`src/rtl/bus_map_pkg.sv`:
```
// Address map, widths and index types of the demo system bus
// Every region is a power of two in size and aligned to its size
package bus_map_pkg;

  localparam int unsigned ADDR_W = 32;
  localparam int unsigned DATA_W = 32;
  localparam int unsigned BE_W   = DATA_W / 8;

  typedef enum logic [0:0] {
    HOST_CORE = 1'b0, // Highest priority
    HOST_DBG  = 1'b1
  } bus_host_e;

  typedef enum logic [1:0] {
    DEV_RAM   = 2'd0,
    DEV_GPIO  = 2'd1,
    DEV_TIMER = 2'd2
  } bus_device_e;

  localparam int unsigned NR_HOSTS   = 2;
  localparam int unsigned NR_DEVICES = 3;

  localparam logic [ADDR_W-1:0] RAM_START   = 32'h0010_0000;
  localparam logic [ADDR_W-1:0] RAM_SIZE    = 4 * 1024;
  localparam logic [ADDR_W-1:0] RAM_MASK    = ~(RAM_SIZE - 1);
  localparam logic [ADDR_W-1:0] GPIO_START  = 32'h8000_0000;
  localparam logic [ADDR_W-1:0] GPIO_SIZE   = 4 * 1024;
  localparam logic [ADDR_W-1:0] GPIO_MASK   = ~(GPIO_SIZE - 1);
  localparam logic [ADDR_W-1:0] TIMER_START = 32'h8000_2000;
  localparam logic [ADDR_W-1:0] TIMER_SIZE  = 4 * 1024;
  localparam logic [ADDR_W-1:0] TIMER_MASK  = ~(TIMER_SIZE - 1);

  // Decode tables, in bus_device_e order
  localparam logic [ADDR_W-1:0] DEV_BASE [NR_DEVICES] = '{RAM_START, GPIO_START, TIMER_START};
  localparam logic [ADDR_W-1:0] DEV_MASK [NR_DEVICES] = '{RAM_MASK, GPIO_MASK, TIMER_MASK};

  // Byte-lane merge of a bus write into a register
  function automatic logic [DATA_W-1:0] be_merge(input logic [DATA_W-1:0] old_val,
                                                 input logic [DATA_W-1:0] new_val,
                                                 input logic [BE_W-1:0]   be);
    logic [DATA_W-1:0] res;
    res = old_val;
    for (int b = 0; b < BE_W; b++) begin
      if (be[b]) res[8*b +: 8] = new_val[8*b +: 8];
    end
    return res;
  endfunction

endpackage

```
`src/rtl/periph_pkg.sv`:
```
// Register layout of the GPIO and timer devices
// Offsets are bytes within a 4 KiB region, only OFS_W low address bits decode
package periph_pkg;

  localparam int unsigned OFS_W = 12;

  // GPIO
  localparam int unsigned GPI_W = 8;
  localparam int unsigned GPO_W = 16;

  localparam logic [OFS_W-1:0] GPIO_OUT_OFS = 12'h000;
  localparam logic [OFS_W-1:0] GPIO_IN_OFS  = 12'h004;

  // Timer
  localparam logic [OFS_W-1:0] TIMER_MTIME_OFS    = 12'h000;
  localparam logic [OFS_W-1:0] TIMER_MTIMECMP_OFS = 12'h004;

  localparam logic [31:0] TIMER_CMP_RESET = '1; // Compare never reached after reset

endpackage

```
`src/rtl/bus_if.sv`:
```
// One bus link, either host to arbiter or arbiter to device
// Devices always accept, so gnt only matters on the host side
`timescale 1ns/1ps

interface bus_if import bus_map_pkg::*; ();

  logic              req;
  logic              gnt;
  logic [ADDR_W-1:0] addr;
  logic              we;
  logic [BE_W-1:0]   be;
  logic [DATA_W-1:0] wdata;

  logic              rvalid; // One cycle after the grant
  logic [DATA_W-1:0] rdata;
  logic              err;

  modport host (
    input  req, addr, we, be, wdata,
    output gnt, rvalid, rdata, err
  );

  modport ctrl (
    output req, addr, we, be, wdata,
    input  rvalid, rdata, err
  );

  modport dev (
    input  req, addr, we, be, wdata,
    output rvalid, rdata, err
  );

endinterface

```
`src/rtl/gpio_device.sv`:
```
// GPIO with a byte-writable output register and synchronized inputs
// A gp_i read shows the pins as they were two cycles before the request
`timescale 1ns/1ps

module gpio_device import bus_map_pkg::*, periph_pkg::*; (
  input  logic             clk_sys_i,
  input  logic             rst_sys_ni,

  bus_if.dev               bus_io,

  input  logic [GPI_W-1:0] gp_i,
  output logic [GPO_W-1:0] gp_o
);

  logic [OFS_W-1:0]  ofs;
  logic              wr_out;
  logic [GPI_W-1:0]  gp_meta_q;
  logic [GPI_W-1:0]  gp_sync_q;
  logic [DATA_W-1:0] rdata_q;
  logic              rvalid_q;

  assign ofs    = bus_io.addr[OFS_W-1:0];
  assign wr_out = bus_io.req & bus_io.we & (ofs == GPIO_OUT_OFS);

  always_ff @(posedge clk_sys_i or negedge rst_sys_ni) begin
    if (!rst_sys_ni) begin
      gp_o      <= '0;
      gp_meta_q <= '0;
      gp_sync_q <= '0;
      rvalid_q  <= 1'b0;
    end else begin
      gp_meta_q <= gp_i; // Two-flop synchronizer
      gp_sync_q <= gp_meta_q;
      rvalid_q  <= bus_io.req;
      if (wr_out) gp_o <= GPO_W'(be_merge(DATA_W'(gp_o), bus_io.wdata, bus_io.be));
    end
  end

  always_ff @(posedge clk_sys_i) begin
    if (bus_io.req) begin
      case (ofs)
        GPIO_OUT_OFS: rdata_q <= DATA_W'(gp_o);
        GPIO_IN_OFS:  rdata_q <= DATA_W'(gp_sync_q);
        default:      rdata_q <= '0;
      endcase
    end
  end

  assign bus_io.rvalid = rvalid_q;
  assign bus_io.rdata  = rdata_q;
  assign bus_io.err    = 1'b0; // Unknown offsets read as zero

endmodule

```
`src/flat_wrapper.sv`:
```
// flat-port wrapper written by rule: the top's interface ports become plain ports
module gpio_device_flat import bus_map_pkg::*, periph_pkg::*;
  (clk_sys_i, rst_sys_ni, gp_i, gp_o, bus_io_req, bus_io_addr, bus_io_we, bus_io_be, bus_io_wdata, bus_io_rvalid, bus_io_rdata, bus_io_err);
  bus_if bus_io_i ();
  input  logic clk_sys_i;
  input  logic rst_sys_ni;
  input  logic [GPI_W-1:0] gp_i;
  output logic [GPO_W-1:0] gp_o;
  input wire logic [$bits(bus_io_i.req)-1:0] bus_io_req;
  input wire logic [$bits(bus_io_i.addr)-1:0] bus_io_addr;
  input wire logic [$bits(bus_io_i.we)-1:0] bus_io_we;
  input wire logic [$bits(bus_io_i.be)-1:0] bus_io_be;
  input wire logic [$bits(bus_io_i.wdata)-1:0] bus_io_wdata;
  output wire logic [$bits(bus_io_i.rvalid)-1:0] bus_io_rvalid;
  output wire logic [$bits(bus_io_i.rdata)-1:0] bus_io_rdata;
  output wire logic [$bits(bus_io_i.err)-1:0] bus_io_err;
  assign bus_io_i.req = bus_io_req;
  assign bus_io_i.addr = bus_io_addr;
  assign bus_io_i.we = bus_io_we;
  assign bus_io_i.be = bus_io_be;
  assign bus_io_i.wdata = bus_io_wdata;
  assign bus_io_rvalid = bus_io_i.rvalid;
  assign bus_io_rdata = bus_io_i.rdata;
  assign bus_io_err = bus_io_i.err;
  gpio_device u_core (.clk_sys_i(clk_sys_i), .rst_sys_ni(rst_sys_ni), .bus_io(bus_io_i), .gp_i(gp_i), .gp_o(gp_o));
endmodule
```
`config.mk`:
```
export PLATFORM = sky130hd
export DESIGN_NAME = gpio_device_flat
export DESIGN_NICKNAME = d
export VERILOG_FILES = /design/src/rtl/bus_map_pkg.sv /design/src/rtl/periph_pkg.sv /design/src/rtl/bus_if.sv /design/src/rtl/gpio_device.sv /design/src/flat_wrapper.sv
export SDC_FILE = /design/constraint.sdc
export NUM_CORES = 1
export LEC_CHECK = 0
export BUFFER_PORTS_ARGS = -buffer_cell sky130_fd_sc_hd__buf_2
export CORE_MARGIN = 4
export CORE_UTILIZATION = 41
export CTS_CLUSTER_DIAMETER = 120
export DETAILED_ROUTE_END_ITERATION = 8
export PLACE_DENSITY = 0.9
export RECOVER_POWER = 25
export REMOVE_ABC_BUFFERS = 1
export SETUP_SLACK_MARGIN = 0.05
export SYNTH_ARGS = -nofsm -noshare
export SYNTH_HDL_FRONTEND = slang
export SYNTH_SLANG_ARGS = --single-unit
export TNS_END_PERCENT = 1
```
`constraint.sdc`:
```
create_clock -name clk_sys_i -period 1.1 [get_ports clk_sys_i]
set_clock_uncertainty 0.15 [all_clocks]
set_input_delay 0.055 -clock clk_sys_i [delete_from_list [all_inputs] [get_ports clk_sys_i]]
set_output_delay 0.055 -clock clk_sys_i [all_outputs]
set_load 0.1 [all_outputs]
```
=== Word-level counts from Yosys, hierarchy flattened ===
Index checks and enable logic that the tools add are counted.

* Add/subtract/negate cells: 0
* Multiply operators: 0
* Div/mod/pow operators: 0
* Order comparisons: 0
* Equality and inequality tests: 1
* Shift operators: 0
* Muxes and demuxes: 1
* Bitwise operators: 2
* Reductions and logical operators: 3

{| class="wikitable"
|+ Operators by type and width
! kind !! number
|-
| case mux 16 bit (2 select lines) || 1
|-
| equality test 12 x 3 -> 1 bit (second input constant) || 1
|-
| zero test 12 bit || 1
|-
| AND reduction 2 bit || 2
|-
| bitwise AND 1 bit || 2
|}

* Register bits after elaboration: 65
* Bits in latches: 0
* Memory bits (writable): 0
* Bits in read-only memories: 0
* Input bits: 80
* Output and inout bits: 50
* Logic and storage cells: 13
* Memories kept: 0

=== Logic depth before layout (Yosys ltp) ===
* Depth after elaboration: 3
* Mapped depth: 4
* Depth with buffers taken out: 3

=== Worst setup path after synthesis ===
OpenSTA, ideal clock, no wires.

* Path kind: in2reg
* From: input bus_io_addr[5]
* To: register u_core.gp_o[0]
* Setup time: 0.126 ns
* Arrival: 1.486 ns
* Required time: 0.824 ns
* Slack: -0.661 ns
* Stages on the path: 3
* Buffers on the path: 0
* Cells stage by stage: or4_4 -> nor4_4 -> mux2_2

* Word-level cells in the longest chain between the ends: 3

{| class="wikitable"
|+ RTL lines
! element !! RTL line !! RTL
|-
| start: declaration || flat_wrapper.sv:10 || <nowiki>input wire logic [$bits(bus_io_i.addr)-1:0] bus_io_addr;</nowiki>
|-
| zero test 12 bit || gpio_device.sv:23 || <nowiki>assign wr_out = bus_io.req & bus_io.we & (ofs == GPIO_OUT_OFS);</nowiki>
|-
| bitwise AND 1 bit || gpio_device.sv:23 ||
|-
| AND reduction 2 bit (no line) || - ||
|-
| end signal: assignment || gpio_device.sv:35 || <nowiki>if (wr_out) gp_o <= GPO_W'(be_merge(DATA_W'(gp_o), bus_io.wdata, bus_io.be));</nowiki>
|-
| end: declaration || gpio_device.sv:12 || <nowiki>output logic [GPO_W-1:0] gp_o</nowiki>
|}

No other way between the ends.
A chain may end at the register's enable or synchronous reset.

=== Worst setup path in the final report ===
* From: input bus_io_addr[5]
* To: register u_core.gp_o[6]

Same word-level chain as after synthesis.

==> results.yml <==
power:
  p_per_area_nw_per_um2: 1190
  p_total_mw: 3.86
  leakage_nw: 1.49
  irDropWorstVdd_mv: 1.01
cts:
  cts_buffers: 5
  cts_tree: "built"
  cts_root_buffer: "clkbuf_8"
  htree_levels: 2
  clockBufferDepth: 2
  cts_sinks: 49
  postCtsSetupBuffers: 0
  clk_pin_slew_ps: 90
  clkLatencyLatePin_ps: 300
finish:
  fin_cells: 284
  layout.filler_cells: 267
  nNetsFinal: 311
  multi_input_area_um2: 544
  fin_util_pct: 73.3
  fin_area_um2: 3230
  antenna_cells: 0
  seq_area_um2: 1310
  layout-area-overhead-vs-synth_pct: 71.3
  drive_gt1_share_pct: 49.1
logic_synthesis:
  synth.most_common_cell: "dfrtp_1"
  ys_ff_latch: 49
  yosysTopAreaCellShare_pct: 43.7
  yosysWarnings: 0
  synth_fa_ha_area_share_pct: 0
  async_flop_share_pct: 67.3
  synth-compound-area-share_pct: 0
  synth-simple-area-share_pct: 9.68
  postSynthAreaPerCell_um2: 16.0
  synth_area_leader_cell: "dfrtp_1"
  ys_types: 15
  syn_area_um2: 1890
  ys_seq_area_share_pct: 69.2
  synth_area_leaders: "dfrtp_1 44%, edfxtp_1 25%, mux2_2 9.5%"
  syn_inst: 118
  synth_common_cells: "33 x dfrtp_1, 17 x buf_4, 16 x edfxtp_1, 16 x mux2_2"
  yosys_most_used_dff: "dfrtp_1"
  synthMuxAreaShare_pct: 13.8
  synth_edf_count: 16
  synth-xor-area-share_pct: 0
  synth_top_family_by_area: "multiplexers"
timing:
  rsz0062_at_grt: "true"
  setup_violations: 64
  hold_viol: 0
  finalWorstSetupSlack_ps: -394
  max_freq_mhz: 669
  finalCritPeriodShare_pct: 136
  whs_ps: 185
  maxSlewViolCount: 0
  timing.final.crit_period_ps: 1490
setup_path:
  cp-end-kind: "flop"
  rr_endpoint: "u_core.bus_io.rdata[6]$_DFFE_PP_"
  timing.rr.start: "u_core.gp_o[6]$_DFFE_PN0P_"
  cp.arrival_ps: 1540
  reg2regPathDepth: 2
  start_kind: "primary input"
  ff2ff_setup_slack_ps: 30
  critPathKind: "primary input to flop"
  crit_path_max_fanout: 8
  cp.required_ps: 1140
floorplan:
  die-area_um2: 5750
  die_x_um: 75.9
  rows: 24
  fp.dieH_um: 75.9
  start_util_pct: 42.8
  io_pins: 130
  core_area_um2: 4410
global_route:
  grt_antenna_before_repair: 0
  grt_pass1_vias: 1359
  grtUsageTotal_pct: 16.8
  grt_pass1_wl_um: 6850
  overflow: 0
  grt_start_max_net_pins: 34
placement:
  io_buffers: 74
  placed_cell_area_um2: 2820
  place.gp.congestion: 0.735
  hpwl_um: 3190
  place_inst: 250
run_status:
  violations: "setup timing"
  status: "finished with violations"
route:
  ant_nets: 0
  drtPass1Iterations: 5
  drt_iter0_drc: 33
  drc: 0
  routedWlPerCell_um: 16.0
  avgViaCountPerCell: 4.69
  dr_total_vias: 1332
  postRouteWirelength_um: 4540
hold_path:
  hp-class: "primary input to asynchronous set/reset pin"
flow_run:
  maxCapViolations: 0
-- layer usage --
metal / vias to the layer above / GRT usage [%] / wire [µm]
met3: 10 / 3.30 / 390
met5: - / 0 / 0
li1: 600 / - / -
met1: 643 / 20.9 / 1660
met2: 79 / 27.9 / 2370
met4: 0 / 8.16 / 124
-- report_power, final --
group	internal (mW)	leakage, nW	switching, mW
sequential	1.93	0.580	0.0297
combinational	0.232	0.862	0.539
clock	0.520	0.0521	0.601
-- how the worst max path moves through the flow --
stage,start,to,slack [ps],depth (start not counted)
2_1_floorplan,bus_io_addr[5],u_core.gp_o[0]$_DFFE_PN0P_,-660,3
4_1_cts,bus_io_addr[0],u_core.gp_o[6]$_DFFE_PN0P_,-380,5
3_5_place_dp,bus_io_addr[5],u_core.gp_o[6]$_DFFE_PN0P_,-770,5
3_3_place_gp,bus_io_addr[5],u_core.gp_o[13]$_DFFE_PN0P_,-730,5
5_1_grt,bus_io_addr[5],u_core.gp_o[6]$_DFFE_PN0P_,-440,5
6_report,bus_io_addr[5],u_core.gp_o[6]$_DFFE_PN0P_,-390,5
-- critical path, cell delays in order --
cell and delay [ps]:
buf_6 90, or4_4 580, nor4_4 280, buf_6 210, mux2_4 320
-- repair_timing --
item,4_1_cts,5_1_grt
resized for setup,14,5
pin swaps,4,2
cloned,0,0
hold endpoints to repair,58,0
hold buffers,26,0
endpoints found under the setup margin,65,65
-- cells by family (layout without fill, tap and decap cells) --
logic type	Yosys count	count (layout)
other	1	17
flip-flops	49	49
buffers and inverters	19	117
multiplexers	24	24
AND/OR/NAND/NOR	25	25
-- sequential cells by signal, summed over array words and instances, names as in the netlist --
name,count
u_core.bus_io.rvalid,1
u_core.gp_meta_q,8
u_core.gp_o,16
u_core.bus_io.rdata,16
u_core.gp_sync_q,8
-- cells in the final DEF (no fill, tap or decap), types with 3 or more instances in the layout --
| master | netlist | routed |
|---|---|---|
| clkbuf_8 | 0 | 6 |
| dfrtp_2 | 0 | 3 |
| and2_1 | 8 | 8 |
| edfxtp_1 | 16 | 16 |
| dlygate4sd3_1 | 0 | 26 |
| dfrtp_1 | 33 | 30 |
| buf_2 | 0 | 38 |
| mux2i_1 | 8 | 8 |
| nor2_1 | 8 | 8 |
| conb_1 | 1 | 17 |
| buf_12 | 0 | 33 |
| buf_6 | 0 | 6 |
| mux2_2 | 16 | 6 |
| buf_4 | 17 | 3 |
| mux2_4 | 0 | 10 |
-- per-stage QoR --
| step | worst slack [ps] | setup TNS [ps] |
|---|---|---|
| floorplan | -661 | -19130 |
| global placement | -725 | -21000 |
| detailed placement | -765 | -21500 |
| CTS | -382 | -11870 |
| global route | -441 | -13620 |
| finish | -394 | -11310 |
-- final cells by class --
| type | count | area share (%) |
|---|---|---|
| timing repair buffer | 109 | 37.6 |
| sequential | 49 | 40.5 |
| clock buffer | 6 | 2.55 |
| tap | 52 | 2.01 |
| clock inverter | 2 | 0.464 |
| multi-input combinational | 66 | 16.8 |
(Power assumes the default switching activity.)
