===== config.mk =====
export PLATFORM = sky130hd
export DESIGN_NAME = timer_device_flat
export DESIGN_NICKNAME = d
export VERILOG_FILES = /design/src/rtl/bus_map_pkg.sv /design/src/rtl/periph_pkg.sv /design/src/rtl/bus_if.sv /design/src/rtl/timer_device.sv /design/src/flat_wrapper.sv
export SDC_FILE = /design/constraint.sdc
export NUM_CORES = 1
export LEC_CHECK = 0
export ABC_CLOCK_PERIOD_IN_PS = 1850
export BUFFER_PORTS_ARGS = -buffer_cell sky130_fd_sc_hd__buf_2
export CORE_MARGIN = 2
export CORE_UTILIZATION = 40
export CTS_BUF_LIST = sky130_fd_sc_hd__clkbuf_8 sky130_fd_sc_hd__clkbuf_16
export CTS_CLUSTER_SIZE = 8
export DETAILED_ROUTE_END_ITERATION = 8
export SLEW_MARGIN = 10
export SYNTH_ARGS = -nofsm -noshare
export SYNTH_HDL_FRONTEND = slang
export SYNTH_SLANG_ARGS = --single-unit

===== constraint.sdc =====
create_clock -name clk_sys_i -period 1.85 [get_ports clk_sys_i]
set_input_delay 0.185 -clock clk_sys_i [delete_from_list [all_inputs] [get_ports clk_sys_i]]
set_output_delay 0.185 -clock clk_sys_i [all_outputs]
set_load 0.005 [all_outputs]

===== src/rtl/bus_map_pkg.sv =====
// Address map, widths and index types of the demo system bus
// Every region is a power of two in size and aligned to its size
package bus_map_pkg;

  localparam int unsigned ADDR_W = 32;
  localparam int unsigned DATA_W = 32;
  localparam int unsigned BE_W   = DATA_W / 8;

  typedef enum logic [0:0] {
    HOST_CORE = 1'b0, // Highest priority
    HOST_DBG  = 1'b1
  } bus_host_e;

  typedef enum logic [1:0] {
    DEV_RAM   = 2'd0,
    DEV_GPIO  = 2'd1,
    DEV_TIMER = 2'd2
  } bus_device_e;

  localparam int unsigned NR_HOSTS   = 2;
  localparam int unsigned NR_DEVICES = 3;

  localparam logic [ADDR_W-1:0] RAM_START   = 32'h0010_0000;
  localparam logic [ADDR_W-1:0] RAM_SIZE    = 4 * 1024;
  localparam logic [ADDR_W-1:0] RAM_MASK    = ~(RAM_SIZE - 1);
  localparam logic [ADDR_W-1:0] GPIO_START  = 32'h8000_0000;
  localparam logic [ADDR_W-1:0] GPIO_SIZE   = 4 * 1024;
  localparam logic [ADDR_W-1:0] GPIO_MASK   = ~(GPIO_SIZE - 1);
  localparam logic [ADDR_W-1:0] TIMER_START = 32'h8000_2000;
  localparam logic [ADDR_W-1:0] TIMER_SIZE  = 4 * 1024;
  localparam logic [ADDR_W-1:0] TIMER_MASK  = ~(TIMER_SIZE - 1);

  // Decode tables, in bus_device_e order
  localparam logic [ADDR_W-1:0] DEV_BASE [NR_DEVICES] = '{RAM_START, GPIO_START, TIMER_START};
  localparam logic [ADDR_W-1:0] DEV_MASK [NR_DEVICES] = '{RAM_MASK, GPIO_MASK, TIMER_MASK};

  // Byte-lane merge of a bus write into a register
  function automatic logic [DATA_W-1:0] be_merge(input logic [DATA_W-1:0] old_val,
                                                 input logic [DATA_W-1:0] new_val,
                                                 input logic [BE_W-1:0]   be);
    logic [DATA_W-1:0] res;
    res = old_val;
    for (int b = 0; b < BE_W; b++) begin
      if (be[b]) res[8*b +: 8] = new_val[8*b +: 8];
    end
    return res;
  endfunction

endpackage


===== src/rtl/periph_pkg.sv =====
// Register layout of the GPIO and timer devices
// Offsets are bytes within a 4 KiB region, only OFS_W low address bits decode
package periph_pkg;

  localparam int unsigned OFS_W = 12;

  // GPIO
  localparam int unsigned GPI_W = 8;
  localparam int unsigned GPO_W = 16;

  localparam logic [OFS_W-1:0] GPIO_OUT_OFS = 12'h000;
  localparam logic [OFS_W-1:0] GPIO_IN_OFS  = 12'h004;

  // Timer
  localparam logic [OFS_W-1:0] TIMER_MTIME_OFS    = 12'h000;
  localparam logic [OFS_W-1:0] TIMER_MTIMECMP_OFS = 12'h004;

  localparam logic [31:0] TIMER_CMP_RESET = '1; // Compare never reached after reset

endpackage


===== src/rtl/bus_if.sv =====
// One bus link, either host to arbiter or arbiter to device
// Devices always accept, so gnt only matters on the host side
`timescale 1ns/1ps

interface bus_if import bus_map_pkg::*; ();

  logic              req;
  logic              gnt;
  logic [ADDR_W-1:0] addr;
  logic              we;
  logic [BE_W-1:0]   be;
  logic [DATA_W-1:0] wdata;

  logic              rvalid; // One cycle after the grant
  logic [DATA_W-1:0] rdata;
  logic              err;

  modport host (
    input  req, addr, we, be, wdata,
    output gnt, rvalid, rdata, err
  );

  modport ctrl (
    output req, addr, we, be, wdata,
    input  rvalid, rdata, err
  );

  modport dev (
    input  req, addr, we, be, wdata,
    output rvalid, rdata, err
  );

endinterface


===== src/rtl/timer_device.sv =====
// Compare timer with a 32-bit mtime that runs every cycle
// The interrupt is a registered level and lags the compare by one cycle
`timescale 1ns/1ps

module timer_device import bus_map_pkg::*, periph_pkg::*; (
  input  logic clk_sys_i,
  input  logic rst_sys_ni,

  bus_if.dev   bus_io,

  output logic timer_irq_o
);

  logic [OFS_W-1:0]  ofs;
  logic              sel_mtime;
  logic              sel_cmp;
  logic              wr_mtime;
  logic              wr_cmp;
  logic [DATA_W-1:0] mtime_q;
  logic [DATA_W-1:0] mtimecmp_q;
  logic [DATA_W-1:0] rdata_q;
  logic              rvalid_q;
  logic              err_q;

  assign ofs       = bus_io.addr[OFS_W-1:0];
  assign sel_mtime = (ofs == TIMER_MTIME_OFS);
  assign sel_cmp   = (ofs == TIMER_MTIMECMP_OFS);
  assign wr_mtime  = bus_io.req & bus_io.we & sel_mtime;
  assign wr_cmp    = bus_io.req & bus_io.we & sel_cmp;

  always_ff @(posedge clk_sys_i or negedge rst_sys_ni) begin
    if (!rst_sys_ni) begin
      mtime_q     <= '0;
      mtimecmp_q  <= TIMER_CMP_RESET;
      timer_irq_o <= 1'b0;
      rvalid_q    <= 1'b0;
      err_q       <= 1'b0;
    end else begin
      // A bus write wins over the increment
      if (wr_mtime) begin
        mtime_q <= be_merge(mtime_q, bus_io.wdata, bus_io.be);
      end else begin
        mtime_q <= mtime_q + 1'b1;
      end
      if (wr_cmp) mtimecmp_q <= be_merge(mtimecmp_q, bus_io.wdata, bus_io.be);

      timer_irq_o <= (mtime_q >= mtimecmp_q);
      rvalid_q    <= bus_io.req;
      err_q       <= bus_io.req & ~(sel_mtime | sel_cmp); // Undecoded offset
    end
  end

  always_ff @(posedge clk_sys_i) begin
    if (bus_io.req) begin
      if (sel_mtime) begin
        rdata_q <= mtime_q;
      end else if (sel_cmp) begin
        rdata_q <= mtimecmp_q;
      end else begin
        rdata_q <= '0;
      end
    end
  end

  assign bus_io.rvalid = rvalid_q;
  assign bus_io.rdata  = rdata_q;
  assign bus_io.err    = err_q;

endmodule


===== src/flat_wrapper.sv =====
// flat-port wrapper written by rule: the top's interface ports become plain ports
module timer_device_flat import bus_map_pkg::*, periph_pkg::*;
  (clk_sys_i, rst_sys_ni, timer_irq_o, bus_io_req, bus_io_addr, bus_io_we, bus_io_be, bus_io_wdata, bus_io_rvalid, bus_io_rdata, bus_io_err);
  bus_if bus_io_i ();
  input  logic clk_sys_i;
  input  logic rst_sys_ni;
  output logic timer_irq_o;
  input wire logic [$bits(bus_io_i.req)-1:0] bus_io_req;
  input wire logic [$bits(bus_io_i.addr)-1:0] bus_io_addr;
  input wire logic [$bits(bus_io_i.we)-1:0] bus_io_we;
  input wire logic [$bits(bus_io_i.be)-1:0] bus_io_be;
  input wire logic [$bits(bus_io_i.wdata)-1:0] bus_io_wdata;
  output wire logic [$bits(bus_io_i.rvalid)-1:0] bus_io_rvalid;
  output wire logic [$bits(bus_io_i.rdata)-1:0] bus_io_rdata;
  output wire logic [$bits(bus_io_i.err)-1:0] bus_io_err;
  assign bus_io_i.req = bus_io_req;
  assign bus_io_i.addr = bus_io_addr;
  assign bus_io_i.we = bus_io_we;
  assign bus_io_i.be = bus_io_be;
  assign bus_io_i.wdata = bus_io_wdata;
  assign bus_io_rvalid = bus_io_i.rvalid;
  assign bus_io_rdata = bus_io_i.rdata;
  assign bus_io_err = bus_io_i.err;
  timer_device u_core (.clk_sys_i(clk_sys_i), .rst_sys_ni(rst_sys_ni), .bus_io(bus_io_i), .timer_irq_o(timer_irq_o));
endmodule

# --- Yosys cells after proc, flatten, opt, wreduce, memory -nomap -nowiden ---
# Index checks and enable logic that the tools add are counted.
totals:
  out_inout_bits: 35
  inputBits: 72
  register_bits: 99
op_classes:
  mux: 7
  eq_ne: 5
  bitwise: 6
  n_addsub: 1
  order_cmp: 1
  reduce_logical: 5
ops:
  columns: ["operator", "n"]
  rows:
  - ["32-bit 2-to-1 mux", 3]
  - ["32-bit by 1-bit adder with 32-bit output (second input constant)", 1]
  - ["32-bit greater-or-equal comparator", 1]
  - ["8-bit 2-to-1 mux", 4]
  - ["12-bit by 3-bit equality test with 1-bit output (second input constant)", 1]
  - ["12-bit logical NOT", 1]
  - ["2-bit inequality test (second input constant)", 4]
  - ["2-bit AND reduction", 4]
  - ["1-bit bitwise AND", 4]
  - ["1-bit NOT", 1]
  - ["1-bit bitwise OR", 1]

# --- Depth between registers and ports, before layout ---
# Gate-level depths: netlist of the first run.
depth:
  depth_word: 4
  depth_mapped: 8

# --- Least setup slack after synthesis of the first run ---
# No wires, ideal clock.
synth_path:
  path_kind: "flip-flop to flip-flop"
  from: "register u_core.mtimecmp_q[19]"
  to: "register u_core.timer_irq_o"
  stages_incl_launch_ff: 8
  arrival_ns: 1.820
  path_slack_ns: -0.112
  period_less_slack_ns: 1.962
  t_required_ns: 1.708
  setup_time_ns: 0.142
  cell_sequence: "dfstp_2 > inv_1 > ha_1 > a21oi_1 > o21ai_0 > a221o_1 > a2111oi_0 > o21ai_0"
synth_between:
  elab_chain_len: 1
synth_lines:
  columns: ["item", "line", "source"]
  rows:
  - ["from (decl)", "timer_device.sv:20", "logic [DATA_W-1:0] mtimecmp_q;"]
  - ["from (signal assigned)", "timer_device.sv:45", "if (wr_cmp) mtimecmp_q <= be_merge(mtimecmp_q, bus_io.wdata, bus_io.be);"]
  - ["32-bit greater-or-equal comparator", "timer_device.sv:47", "timer_irq_o <= (mtime_q >= mtimecmp_q);"]
  - ["to (signal assigned)", "timer_device.sv:47", null]
  - ["to (decl)", "timer_device.sv:11", "output logic timer_irq_o"]
# No other way between the ends.
# A chain may end at the register's enable or synchronous reset.

# --- Worst setup path after layout of the first run ---
layout_path:
  from: "register u_core.mtimecmp_q[21]"
  to: "register u_core.timer_irq_o"
# Same word-level chain as after synthesis.

==> results of run 1 <==
## worst paths after layout
check	start	endpoint	slack, ns	cells after the start
worst max-delay path	u_core.mtimecmp_q[21]$_DFFE_PN1P_	u_core.timer_irq_o$_DFF_PN0_	-0.12	6
worst min-delay path	bus_io_wdata[28]	u_core.mtime_q[28]$_DFFE_PN0P_	0.06	3
worst max register to register	u_core.mtimecmp_q[21]$_DFFE_PN1P_	u_core.timer_irq_o$_DFF_PN0_	-0.12	6
worst min register to register	u_core.mtime_q[31]$_DFFE_PN0P_	u_core.mtime_q[31]$_DFFE_PN0P_	0.58	1
max in group asynchronous	rst_sys_ni	u_core.mtimecmp_q[27]$_DFFE_PN1P_	1.10	3
min in group asynchronous	rst_sys_ni	u_core.mtime_q[14]$_DFFE_PN0P_	0.38	3
## synthesized netlist by cell type, types with 3 or more instances
master	number
sky130_fd_sc_hd__ha_1	33
sky130_fd_sc_hd__nor2_1	52
sky130_fd_sc_hd__buf_4	4
sky130_fd_sc_hd__mux2_2	29
sky130_fd_sc_hd__nand4_1	12
sky130_fd_sc_hd__nand3_1	21
sky130_fd_sc_hd__a211oi_1	5
sky130_fd_sc_hd__inv_1	38
sky130_fd_sc_hd__a211o_1	5
sky130_fd_sc_hd__mux2i_1	33
sky130_fd_sc_hd__o211ai_1	9
sky130_fd_sc_hd__dfstp_2	32
sky130_fd_sc_hd__and4_1	4
sky130_fd_sc_hd__o311ai_0	5
sky130_fd_sc_hd__mux2_1	3
sky130_fd_sc_hd__dfrtp_1	35
sky130_fd_sc_hd__buf_1	4
sky130_fd_sc_hd__buf_2	5
sky130_fd_sc_hd__a21o_1	6
sky130_fd_sc_hd__clkbuf_1	5
sky130_fd_sc_hd__a21oi_1	25
sky130_fd_sc_hd__edfxtp_1	32
sky130_fd_sc_hd__nor2b_1	3
sky130_fd_sc_hd__o21ai_0	16
sky130_fd_sc_hd__nand2_4	4
sky130_fd_sc_hd__and3_1	8
sky130_fd_sc_hd__nand2_1	33
sky130_fd_sc_hd__nor3_1	4
sky130_fd_sc_hd__o22ai_1	4
## sequential cells by signal (all words and copies together) (netlist names)
signal                cells
u_core.bus_io.err         1
u_core.bus_io.rdata      32
u_core.bus_io.rvalid      1
u_core.mtime_q           32
u_core.mtimecmp_q        32
u_core.timer_irq_o        1
## area by class of cell
| class | instances | area share |
|---|---|---|
| inverters | 38 | 0.0194 |
| well taps | 180 | 0.0306 |
| clock buffers | 10 | 0.0325 |
| clock inverters | 6 | 0.0111 |
| multi-input cells | 359 | 0.395 |
| repair buffers | 167 | 0.147 |
| flip-flops and latches | 99 | 0.364 |
## layout by cell type, fill, tap and decap left out, types with 3 or more instances in the layout
cell type / n
sky130_fd_sc_hd__ha_4: 6
sky130_fd_sc_hd__and3_1: 5
sky130_fd_sc_hd__nand3_1: 16
sky130_fd_sc_hd__edfxtp_1: 32
sky130_fd_sc_hd__nor2_1: 51
sky130_fd_sc_hd__nand3_2: 6
sky130_fd_sc_hd__inv_2: 5
sky130_fd_sc_hd__mux2i_1: 33
sky130_fd_sc_hd__buf_2: 86
sky130_fd_sc_hd__mux2_2: 29
sky130_fd_sc_hd__and4_1: 4
sky130_fd_sc_hd__buf_4: 74
sky130_fd_sc_hd__ha_1: 26
sky130_fd_sc_hd__inv_1: 35
sky130_fd_sc_hd__a211o_1: 5
sky130_fd_sc_hd__dfrtp_1: 34
sky130_fd_sc_hd__nand2_1: 33
sky130_fd_sc_hd__dfstp_2: 32
sky130_fd_sc_hd__nor3_1: 3
sky130_fd_sc_hd__a211oi_1: 4
sky130_fd_sc_hd__a21oi_1: 21
sky130_fd_sc_hd__mux2_1: 3
sky130_fd_sc_hd__o211ai_1: 9
sky130_fd_sc_hd__o22ai_1: 4
sky130_fd_sc_hd__a21o_1: 6
sky130_fd_sc_hd__o311ai_1: 4
sky130_fd_sc_hd__o21ai_0: 12
sky130_fd_sc_hd__o21ai_1: 3
sky130_fd_sc_hd__a21oi_2: 4
sky130_fd_sc_hd__buf_6: 4
sky130_fd_sc_hd__clkbuf_16: 9
sky130_fd_sc_hd__nand2_4: 4
sky130_fd_sc_hd__nand4_1: 12
## worst max-delay path, cell delays in order, from the launching register on
cell and delay, ns:
sky130_fd_sc_hd__dfstp_2 0.55, sky130_fd_sc_hd__inv_2 0.05, sky130_fd_sc_hd__ha_4 0.23, sky130_fd_sc_hd__and4_1 0.21, sky130_fd_sc_hd__a221o_1 0.40, sky130_fd_sc_hd__a2111oi_4 0.30
sky130_fd_sc_hd__o21ai_1 0.10
## per-stage QoR
stage                     setup WS (ns)  setup TNS, ns  utilization  total power [mW]  hold slack [ns]
final                            -0.116         -0.151        0.534              5.51           0.0588
after global routing             -0.196         -0.753        0.534              5.76           0.0646
after CTS                        -0.121         -0.121        0.522              5.51           0.0461
after global placement           -0.442         -0.687        0.490              3.40            0.241
after detailed placement         -0.421         -0.732        0.490              3.41            0.245
after floorplan                 -0.0253        -0.0253            -              2.95           -0.111
## power by group through the flow
| stage | Combinational, mW | Sequential (mW) | Clock, mW |
|---|---|---|---|
| 4_1_cts | 0.932 | 2.48 | 2.09 |
| 2_1_floorplan | 0.427 | 2.52 | 0 |
| 5_1_grt | 1.08 | 2.50 | 2.18 |
| 3_5_place_dp | 0.891 | 2.52 | 0 |
| 6_report | 0.969 | 2.48 | 2.06 |
| 3_3_place_gp | 0.886 | 2.51 | 0 |
## cells by family (layout without fill, tap and decap cells)
group	Yosys count	count (layout)	share of synthesized area
multiplexers	65	65	0.123
AND/OR/NAND/NOR	166	166	0.166
buffers and inverters	57	221	0.0434
AO/OA/AOI/OAI	95	95	0.115
flip-flops	99	99	0.479
adder cells (fa/ha/maj)	33	33	0.0738
## routing by layer
metal / part of all wire / vias up
li1: - / 2229
met1: 0.46 / 2241
met2: 0.48 / 102
met3: 0.035 / 21
met4: 0.026 / 0
met5: 0 / -
## timing repair
| item | 4_1_cts | 5_1_grt |
|---|---|---|
| gates resized for setup | 19 | 32 |
| endpoints found under the setup margin | 9 | 17 |
| hold buffers | 1 | 0 |
| setup buffers | 0 | 5 |
| pin swaps | 5 | 14 |
| hold endpoints to repair | 35 | 0 |
==> results.json, run 1 <==
{
  "grt_antenna_before_repair": 0,
  "mappedNetlistArea_um2": 5600,
  "nFillCells": 1275,
  "p_sw_frac": 0.266,
  "failed_checks": "setup timing",
  "grt_first_pass_wirelength_um": 23800,
  "grt_pass1_vias": 4467,
  "finalCritPeriodShare": 1.06,
  "pwr_density_cell_nw_per_um2": 750,
  "setup_slack_ns": -0.116,
  "run_status": "finished with violations",
  "postSynthCellCount": 515,
  "layoutNonFillerInstCount": 859,
  "die_width_um": 122,
  "wl_um": 14700,
  "globalplace.congestion": 0.868,
  "grt_overflow": 0,
  "min-delay-path-class": "in -> reg",
  "top_level_ports": 107,
  "power_leakage_nw": 3.17,
  "antenna_left": 0,
  "ys_async_sr_fraction": 0.677,
  "synth_largest_type_area_fraction": 0.172,
  "die_h_um": 122,
  "synthFlopType": "sky130_fd_sc_hd__dfrtp_1",
  "start_util": 0.406,
  "final_hold_viols": 0,
  "clock_latency_ns": 0.36,
  "cts-buffers-inserted": 9,
  "drv_cap": 0,
  "globalRouteMet1Util": 0.284,
  "synthesis.nets": 620,
  "synth_area_per_cell_um2": 10.9,
  "final-seq-area_um2": 2680,
  "core_area_um2": 13800,
  "max-slew-margin-rel": 0.691,
  "use_met2": 0.333,
  "area_used_by_multi_input_combinational_logic_um2": 2900,
  "clkSinkCount": 99,
  "timing.final.crit_period_ns": 1.97,
  "synth_area_leaders": "sky130_fd_sc_hd__edfxtp_1 17%, sky130_fd_sc_hd__dfrtp_1 16%, sky130_fd_sc_hd__dfstp_2 15%",
  "part_of_the_total_power_dissipated_in_sequential_elements": 0.451,
  "synthToLayoutAreaGrowth_pct": 31.4,
  "timing.clock.skew_ns": 0.0113,
  "detail_route.drc_violations": 0,
  "proportion_of_synthesized_chip_area_in_sequential_cells": 0.479,
  "final-setup-viol-count": 3,
  "postLayoutCellArea_um2": 7350,
  "critical_path_peak_fanout": 2,
  "dp_cells": 837,
  "groute.usage.overall": 0.208,
  "netlist.top_cell.by_area": "sky130_fd_sc_hd__edfxtp_1",
  "share_comb_of_total_power": 0.176,
  "grt_max_degree": 68,
  "cts.root.buffer_cell": "sky130_fd_sc_hd__clkbuf_16",
  "worstMarginPinSlew_ns": 0.462,
  "drtIter0Drc": 198,
  "detailedRoute.firstPassIterationCount": 4,
  "critPathArrivalTime_ns": 2.20,
  "cts.clk_slew.worst_paths_ns": 0.07,
  "synth-edff-count": 32,
  "worst_setup_path_end_kind": "flop",
  "grt-busiest-layer": "met2",
  "net_count_reported_at_finish": 779,
  "detailed_place_hpwl_um": 10500,
  "unrepaired_setup_endpoints_after_global_routing": "yes",
  "crit_required_ns": 2.09,
  "drv_slew": 0,
  "routedWlPerCell_um": 17.1,
  "drive_gt1_frac": 0.440,
  "pwr-share-clk": 0.373,
  "yosys_register_bits": 99,
  "placement.io_buffers": 86,
  "net_switching_mw": 1.47,
  "synth_warnings": 0,
  "avgViaCountPerCell": 5.35,
  "fmax_achieved_mhz": 509,
  "design.die.area_um2": 15000,
  "diodes": 0,
  "clock_tree.htree_level_count": 3,
  "dpl-instance-area_um2": 6750,
  "synthDistinctLibCells": 63,
  "setup.worst_path.class": "reg -> reg",
  "critical_path.startpoint_type": "flop",
  "grt.met3_usage": 0.0274,
  "tritoncts_clock_tree": "yes",
  "clockBufferDepth": 2,
  "irDropWorstVdd_v": 0.000406,
  "via_total_after_detailed_routing": 4593,
  "row_count": 43,
  "power.internal_mw": 4.04
}
(Power assumes the default switching activity.)
==> run 2: changes to the inputs <==
--- a/config.mk
+++ b/config.mk
@@ -5,6 +5,7 @@
 export SDC_FILE = /design/constraint.sdc
 export NUM_CORES = 1
 export LEC_CHECK = 0
+export ABC_AREA = 1
 export ABC_CLOCK_PERIOD_IN_PS = 1850
 export BUFFER_PORTS_ARGS = -buffer_cell sky130_fd_sc_hd__buf_2
 export CORE_MARGIN = 2
@@ -16,3 +17,4 @@
 export SYNTH_ARGS = -nofsm -noshare
 export SYNTH_HDL_FRONTEND = slang
 export SYNTH_SLANG_ARGS = --single-unit
+export TNS_END_PERCENT = 10
==> results.json, run 2 <==
{
  "run_status": "finished clean",
  "globalplace.congestion": 0.903,
  "critical_path_peak_fanout": 4,
  "detail_route.drc_violations": 0,
  "antenna_left": 0,
  "dp_cells": 1012,
  "worst_hold_slack_ns": 0.0555,
  "critical_path.startpoint_type": "flop",
  "setup.worst_path.class": "reg -> reg",
  "tritoncts_clock_tree": "yes",
  "proportion_of_synthesized_chip_area_in_sequential_cells": 0.451,
  "detailed_place_hpwl_um": 11100,
  "synth-edff-count": 32,
  "synth_area_per_cell_um2": 7.97,
  "design.die.area_um2": 15800,
  "grt_overflow": 0,
  "p_sw_frac": 0.257,
  "grt_pass1_vias": 4965,
  "nFillCells": 1532,
  "share_comb_of_total_power": 0.106,
  "synthDistinctLibCells": 37,
  "min-delay-path-class": "in -> reg",
  "layoutNonFillerInstCount": 1029,
  "timing.final.crit_period_ns": 1.73,
  "worstMarginPinSlew_ns": 0.477,
  "drive_gt1_frac": 0.219,
  "synthToLayoutAreaGrowth_pct": 16.6,
  "row_count": 44,
  "netlist.top_cell.by_area": "sky130_fd_sc_hd__edfxtp_1",
  "routedWlPerCell_um": 14.4,
  "clkSinkCount": 99,
  "net_count_reported_at_finish": 945,
  "synth_warnings": 0,
  "synthesis.nets": 850,
  "most_common_library_cell_in_the_layout_ignoring_fill_and_taps": "sky130_fd_sc_hd__nand2_1",
  "synth_area_leaders": "sky130_fd_sc_hd__edfxtp_1 16%, sky130_fd_sc_hd__dfrtp_1 15%, sky130_fd_sc_hd__dfstp_2 14%",
  "ys_async_sr_fraction": 0.677,
  "drtIter0Drc": 350,
  "cts.root.buffer_cell": "sky130_fd_sc_hd__clkbuf_16",
  "cts-buffers-inserted": 9,
  "top_level_ports": 107,
  "unrepaired_setup_endpoints_after_global_routing": "yes",
  "die_h_um": 126,
  "part_of_the_total_power_dissipated_in_sequential_elements": 0.520,
  "pwr_density_cell_nw_per_um2": 676,
  "crit_required_ns": 2.10,
  "detailedRoute.firstPassIterationCount": 5,
  "post-cts-setup-buffer-count": 0,
  "diodes": 0,
  "finalCritPeriodShare": 0.934,
  "grt_antenna_before_repair": 0,
  "timing.clock.skew_ns": 0.00672,
  "die_width_um": 126,
  "irDropWorstVdd_v": 0.000448,
  "synthFlopType": "sky130_fd_sc_hd__dfrtp_1",
  "finalPower_mw": 4.68,
  "max-slew-margin-rel": 0.682,
  "wl_um": 14800,
  "final-seq-area_um2": 2680,
  "mappedNetlistArea_um2": 5940,
  "drv_slew": 0,
  "final_hold_viols": 0,
  "core_area_um2": 14500,
  "via_total_after_detailed_routing": 5077,
  "clockBufferDepth": 2,
  "postSynthCellCount": 745,
  "net_switching_mw": 1.20,
  "synth.top_cells.by_count": "224 x sky130_fd_sc_hd__nand2_1, 99 x sky130_fd_sc_hd__inv_1, 62 x sky130_fd_sc_hd__nor2_1",
  "grt_max_degree": 68,
  "highest_count_cells_in_the_layout_ignoring_fill_and_taps": "224 x sky130_fd_sc_hd__nand2_1, 102 x sky130_fd_sc_hd__inv_1, 86 x sky130_fd_sc_hd__buf_2, 61 x sky130_fd_sc_hd__nor2_1, 39 x sky130_fd_sc_hd__nand3_1",
  "reg2regPathDepth": 9,
  "critPathArrivalTime_ns": 1.98,
  "grt_first_pass_wirelength_um": 24900,
  "fmax_achieved_mhz": 579,
  "hold-path-cell-count": 3,
  "drv_cap": 0,
  "yosys_register_bits": 99,
  "placement.io_buffers": 86,
  "final-setup-viol-count": 0,
  "groute.usage.overall": 0.198,
  "start_util": 0.409,
  "clock_latency_ns": 0.36,
  "power.internal_mw": 3.48,
  "area_used_by_multi_input_combinational_logic_um2": 2780,
  "cts.clk_slew.worst_paths_ns": 0.07,
  "pwr-share-clk": 0.374,
  "synth_largest_type_area_fraction": 0.162,
  "worst_setup_path_end_kind": "flop",
  "power_leakage_nw": 3.56,
  "synth_most_common_cell": "sky130_fd_sc_hd__nand2_1",
  "clock_tree.htree_level_count": 3,
  "avgViaCountPerCell": 4.93
}
-- run 2: per-stage QoR --
stage	setup slack [ns]	TNS (ns)	cell area, µm²	utilization
6_report	0.122	0	6930	0.476
5_1_grt	-0.0104	-0.0104	6930	0.476
4_1_cts	0.0789	0	6920	0.476
3_5_place_dp	0.0942	0	6640	0.457
3_3_place_gp	0.134	0	6640	0.457
2_1_floorplan	0.345	0	5940	-
-- run 2: path summary, 6_finish.rpt --
check	startpoint	to	slack, ns
hold reg to reg	u_core.mtimecmp_q[15]$_DFFE_PN1P_	u_core.mtimecmp_q[15]$_DFFE_PN1P_	0.47
min in group asynchronous	rst_sys_ni	u_core.mtime_q[3]$_DFFE_PN0P_	0.39
setup reg to reg	u_core.mtime_q[1]$_DFFE_PN0P_	u_core.mtime_q[16]$_DFFE_PN0P_	0.12
setup / recovery	u_core.mtime_q[1]$_DFFE_PN0P_	u_core.mtime_q[16]$_DFFE_PN0P_	0.12
max in group asynchronous	rst_sys_ni	u_core.mtimecmp_q[22]$_DFFE_PN1P_	1.12
hold / removal	bus_io_wdata[25]	u_core.mtimecmp_q[25]$_DFFE_PN1P_	0.06
-- run 2: final cells by class --
type	count	area share
multi-input cells	526	0.402
well taps	184	0.0332
inverters	103	0.0558
clock inverters	6	0.00379
flip-flops and latches	99	0.387
repair buffers	101	0.0842
clock buffers	10	0.0345
-- run 2: worst max-delay path, cell delays in order, from the launching register on --
cell                      delay, ns
sky130_fd_sc_hd__dfrtp_1       0.36
sky130_fd_sc_hd__ha_1          0.18
sky130_fd_sc_hd__nand3_1       0.22
sky130_fd_sc_hd__inv_2         0.09
sky130_fd_sc_hd__nand2_1       0.17
sky130_fd_sc_hd__nor2_2        0.26
sky130_fd_sc_hd__xor2_1        0.17
sky130_fd_sc_hd__nand2_1       0.06
sky130_fd_sc_hd__nand2_1       0.06
sky130_fd_sc_hd__nand2_1       0.04
-- run 2: what timing repair did --
action	in CTS	in global routing
gates resized for setup	0	2
hold buffers	1	0
endpoints found under the hold margin	35	0
endpoints found under the setup margin	0	5
-- run 2: power groups by stage --
stage,sequential (mW),combinational (mW),clock (mW)
floorplan,2.46,0.265,0
global placement,2.47,0.491,0
detailed placement,2.48,0.495,0
CTS,2.44,0.501,1.78
global route,2.45,0.578,1.88
finish,2.44,0.497,1.75
-- run 2: logic make-up after synthesis --
logic type	share of synthesized area
adders and majority gates	0.0695
DFF	0.451
AOI/OAI and AO/OA	0.122
xor gates and xnor gates	0.0192
muxes	0.00168
buffers and inverters	0.0821
and+or+nand+nor	0.255
-- run 2: layer usage --
layer	vias up	global-route usage	wire length, µm
met5	-	0	0
met4	0	0.0769	301
met3	17	0.0340	727
met2	121	0.312	6640
met1	2335	0.274	7150
li1	2604	-	-
==> run 3: changes to the inputs <==
--- a/config.mk
+++ b/config.mk
@@ -7,12 +7,13 @@
 export LEC_CHECK = 0
 export ABC_AREA = 1
 export ABC_CLOCK_PERIOD_IN_PS = 1850
-export BUFFER_PORTS_ARGS = -buffer_cell sky130_fd_sc_hd__buf_2
+export BUFFER_PORTS_ARGS = -buffer_cell sky130_fd_sc_hd__buf_4
 export CORE_MARGIN = 2
 export CORE_UTILIZATION = 40
 export CTS_BUF_LIST = sky130_fd_sc_hd__clkbuf_8 sky130_fd_sc_hd__clkbuf_16
 export CTS_CLUSTER_SIZE = 8
 export DETAILED_ROUTE_END_ITERATION = 8
+export SKIP_CTS_REPAIR_TIMING = 1
 export SLEW_MARGIN = 10
 export SYNTH_ARGS = -nofsm -noshare
 export SYNTH_HDL_FRONTEND = slang
==> results.json, run 3 (same netlist as run 2, synthesis figures left out) <==
{
  "via_total_after_detailed_routing": 5112,
  "timing.hold.worst.start": "bus_io_wdata[27]",
  "cts-buffers-inserted": 9,
  "antenna_left": 0,
  "critical_path.reg2reg.startpoint": "u_core.mtimecmp_q[14]$_DFFE_PN1P_",
  "worstMarginPinSlew_ns": 0.479,
  "tritoncts_clock_tree": "yes",
  "fmax_achieved_mhz": 586,
  "clock_tree.htree_level_count": 3,
  "drtIter0Drc": 407,
  "finalCritPeriodShare": 0.922,
  "start_util": 0.409,
  "row_count": 44,
  "reg2reg_setup_slack_ns": 0.14,
  "drv_slew": 0,
  "worst_setup_path_end_kind": "flop",
  "critical_path_peak_fanout": 2,
  "design.die.area_um2": 15800,
  "groute.usage.overall": 0.204,
  "reg2regPathDepth": 8,
  "grt_overflow": 0,
  "clockBufferDepth": 2,
  "diodes": 0,
  "unrepaired_setup_endpoints_after_global_routing": "no",
  "highest_count_cells_in_the_layout_ignoring_fill_and_taps": "224 x sky130_fd_sc_hd__nand2_1, 99 x sky130_fd_sc_hd__inv_1, 96 x sky130_fd_sc_hd__buf_4, 62 x sky130_fd_sc_hd__nor2_1",
  "drive_gt1_frac": 0.219,
  "setup_tns_ns": 0,
  "run_status": "finished clean",
  "cts.root.buffer_cell": "sky130_fd_sc_hd__clkbuf_16",
  "clkSinkCount": 99,
  "grt_pass1_vias": 4960,
  "timing.final.crit_period_ns": 1.71,
  "grt_max_degree": 35,
  "synthToLayoutAreaGrowth_pct": 20.8,
  "top_level_ports": 107,
  "detail_route.drc_violations": 0,
  "timing.hold.worst_endpoint": "u_core.mtimecmp_q[27]$_DFFE_PN1P_",
  "postLayoutCellArea_um2": 7180,
  "critical_path.startpoint_type": "flop",
  "pwr_density_cell_nw_per_um2": 695,
  "max-slew-margin-rel": 0.681,
  "detailedRoute.firstPassIterationCount": 5,
  "final-setup-viol-count": 0,
  "crit_required_ns": 2.15,
  "min-delay-path-class": "in -> reg",
  "hold-path-cell-count": 3,
  "grt_antenna_before_repair": 0,
  "timing.rr.end": "u_core.timer_irq_o$_DFF_PN0_",
  "die_width_um": 126,
  "nFillCells": 1445,
  "setup.worst_path.class": "reg -> reg",
  "globalplace.congestion": 0.878,
  "placement.io_buffers": 86,
  "core_area_um2": 14500,
  "timing.clock.skew_ns": 0.00700,
  "dpl-instance-area_um2": 6850,
  "grt_first_pass_wirelength_um": 25500,
  "routedWlPerCell_um": 15.2,
  "final_hold_viols": 0,
  "drv_cap": 0,
  "most_common_library_cell_in_the_layout_ignoring_fill_and_taps": "sky130_fd_sc_hd__nand2_1",
  "avgViaCountPerCell": 4.97,
  "net_count_reported_at_finish": 944,
  "clock_latency_ns": 0.36,
  "detailed_place_hpwl_um": 11700,
  "power_leakage_nw": 3.63,
  "cts.clk_slew.worst_paths_ns": 0.07,
  "wl_um": 15700,
  "irDropWorstVdd_v": 0.000463,
  "critPathArrivalTime_ns": 2.00,
  "die_h_um": 126,
  "worst_hold_slack_ns": 0.0547
}
## run 3: cell types whose count changed in the layout (fill, tap and decap cells not counted), moves of 2 or more
cell / before / now
sky130_fd_sc_hd__buf_2: 86 / 0
sky130_fd_sc_hd__buf_4: 11 / 96
sky130_fd_sc_hd__inv_1: 102 / 99
sky130_fd_sc_hd__bufinv_16: 0 / 2
sky130_fd_sc_hd__clkinv_1: 0 / 2
## run 3: layout make-up
| type | count | area, µm² | area share |
|---|---|---|---|
| Multi-Input combinational cell | 526 | 2790 | 0.388 |
| Clock buffer | 9 | 225 | 0.0314 |
| Inverter | 103 | 387 | 0.0539 |
| Timing Repair Buffer | 100 | 791 | 0.110 |
| Clock inverter | 7 | 82.6 | 0.0115 |
| Tap cell | 184 | 230 | 0.0321 |
| Sequential cell | 99 | 2680 | 0.373 |
## run 3: report_power, final
group / switching, mW / total [mW] / internal [mW]
Sequential: 0.103 / 2.45 / 2.35
Combinational: 0.287 / 0.519 / 0.232
Clock: 0.846 / 2.01 / 1.17
Total: 1.24 / 4.99 / 3.75
## run 3: worst max-delay path by stage
stage / depth (start not counted) / from / endpoint
5_1_grt: 11 / u_core.mtime_q[0]$_DFFE_PN0P_ / u_core.mtime_q[18]$_DFFE_PN0P_
2_1_floorplan: 10 / u_core.mtime_q[1]$_DFFE_PN0P_ / u_core.mtime_q[22]$_DFFE_PN0P_
4_1_cts: 10 / u_core.mtime_q[0]$_DFFE_PN0P_ / u_core.mtime_q[20]$_DFFE_PN0P_
3_5_place_dp: 10 / u_core.mtime_q[0]$_DFFE_PN0P_ / u_core.mtime_q[20]$_DFFE_PN0P_
6_report: 8 / u_core.mtimecmp_q[14]$_DFFE_PN1P_ / u_core.timer_irq_o$_DFF_PN0_
3_3_place_gp: 9 / u_core.mtime_q[0]$_DFFE_PN0P_ / u_core.mtime_q[16]$_DFFE_PN0P_
## run 3: worst max-delay path, cell delays in order (launching register included)
cell	delay (ns)
sky130_fd_sc_hd__dfstp_2	0.54
sky130_fd_sc_hd__inv_1	0.08
sky130_fd_sc_hd__ha_1	0.31
sky130_fd_sc_hd__nand4_1	0.14
sky130_fd_sc_hd__nor3_1	0.25
sky130_fd_sc_hd__nand2_1	0.10
sky130_fd_sc_hd__nand2_1	0.10
sky130_fd_sc_hd__nand2_1	0.06
sky130_fd_sc_hd__nand2_1	0.06
## run 3: layer usage
metal  share of wire  vias to the layer above  GRT usage
met5               0                        -          0
met4           0.019                        0     0.0802
met3           0.037                       17     0.0212
met2            0.45                      124      0.320
met1            0.49                     2366      0.291
li1                -                     2605          -
## run 3: metrics by stage
| stage | util | total power [mW] | std cells | worst slack (ns) |
|---|---|---|---|---|
| 2_1_floorplan | - | 2.73 | 745 | 0.345 |
| 3_3_place_gp | 0.471 | 2.98 | 1011 | 0.154 |
| 3_5_place_dp | 0.471 | 3.01 | 1011 | 0.0783 |
| 4_1_cts | 0.493 | 5.02 | 1027 | 0.0739 |
| 5_1_grt | 0.494 | 5.20 | 1028 | 0.0202 |
| 6_report | 0.494 | 4.99 | 1028 | 0.145 |
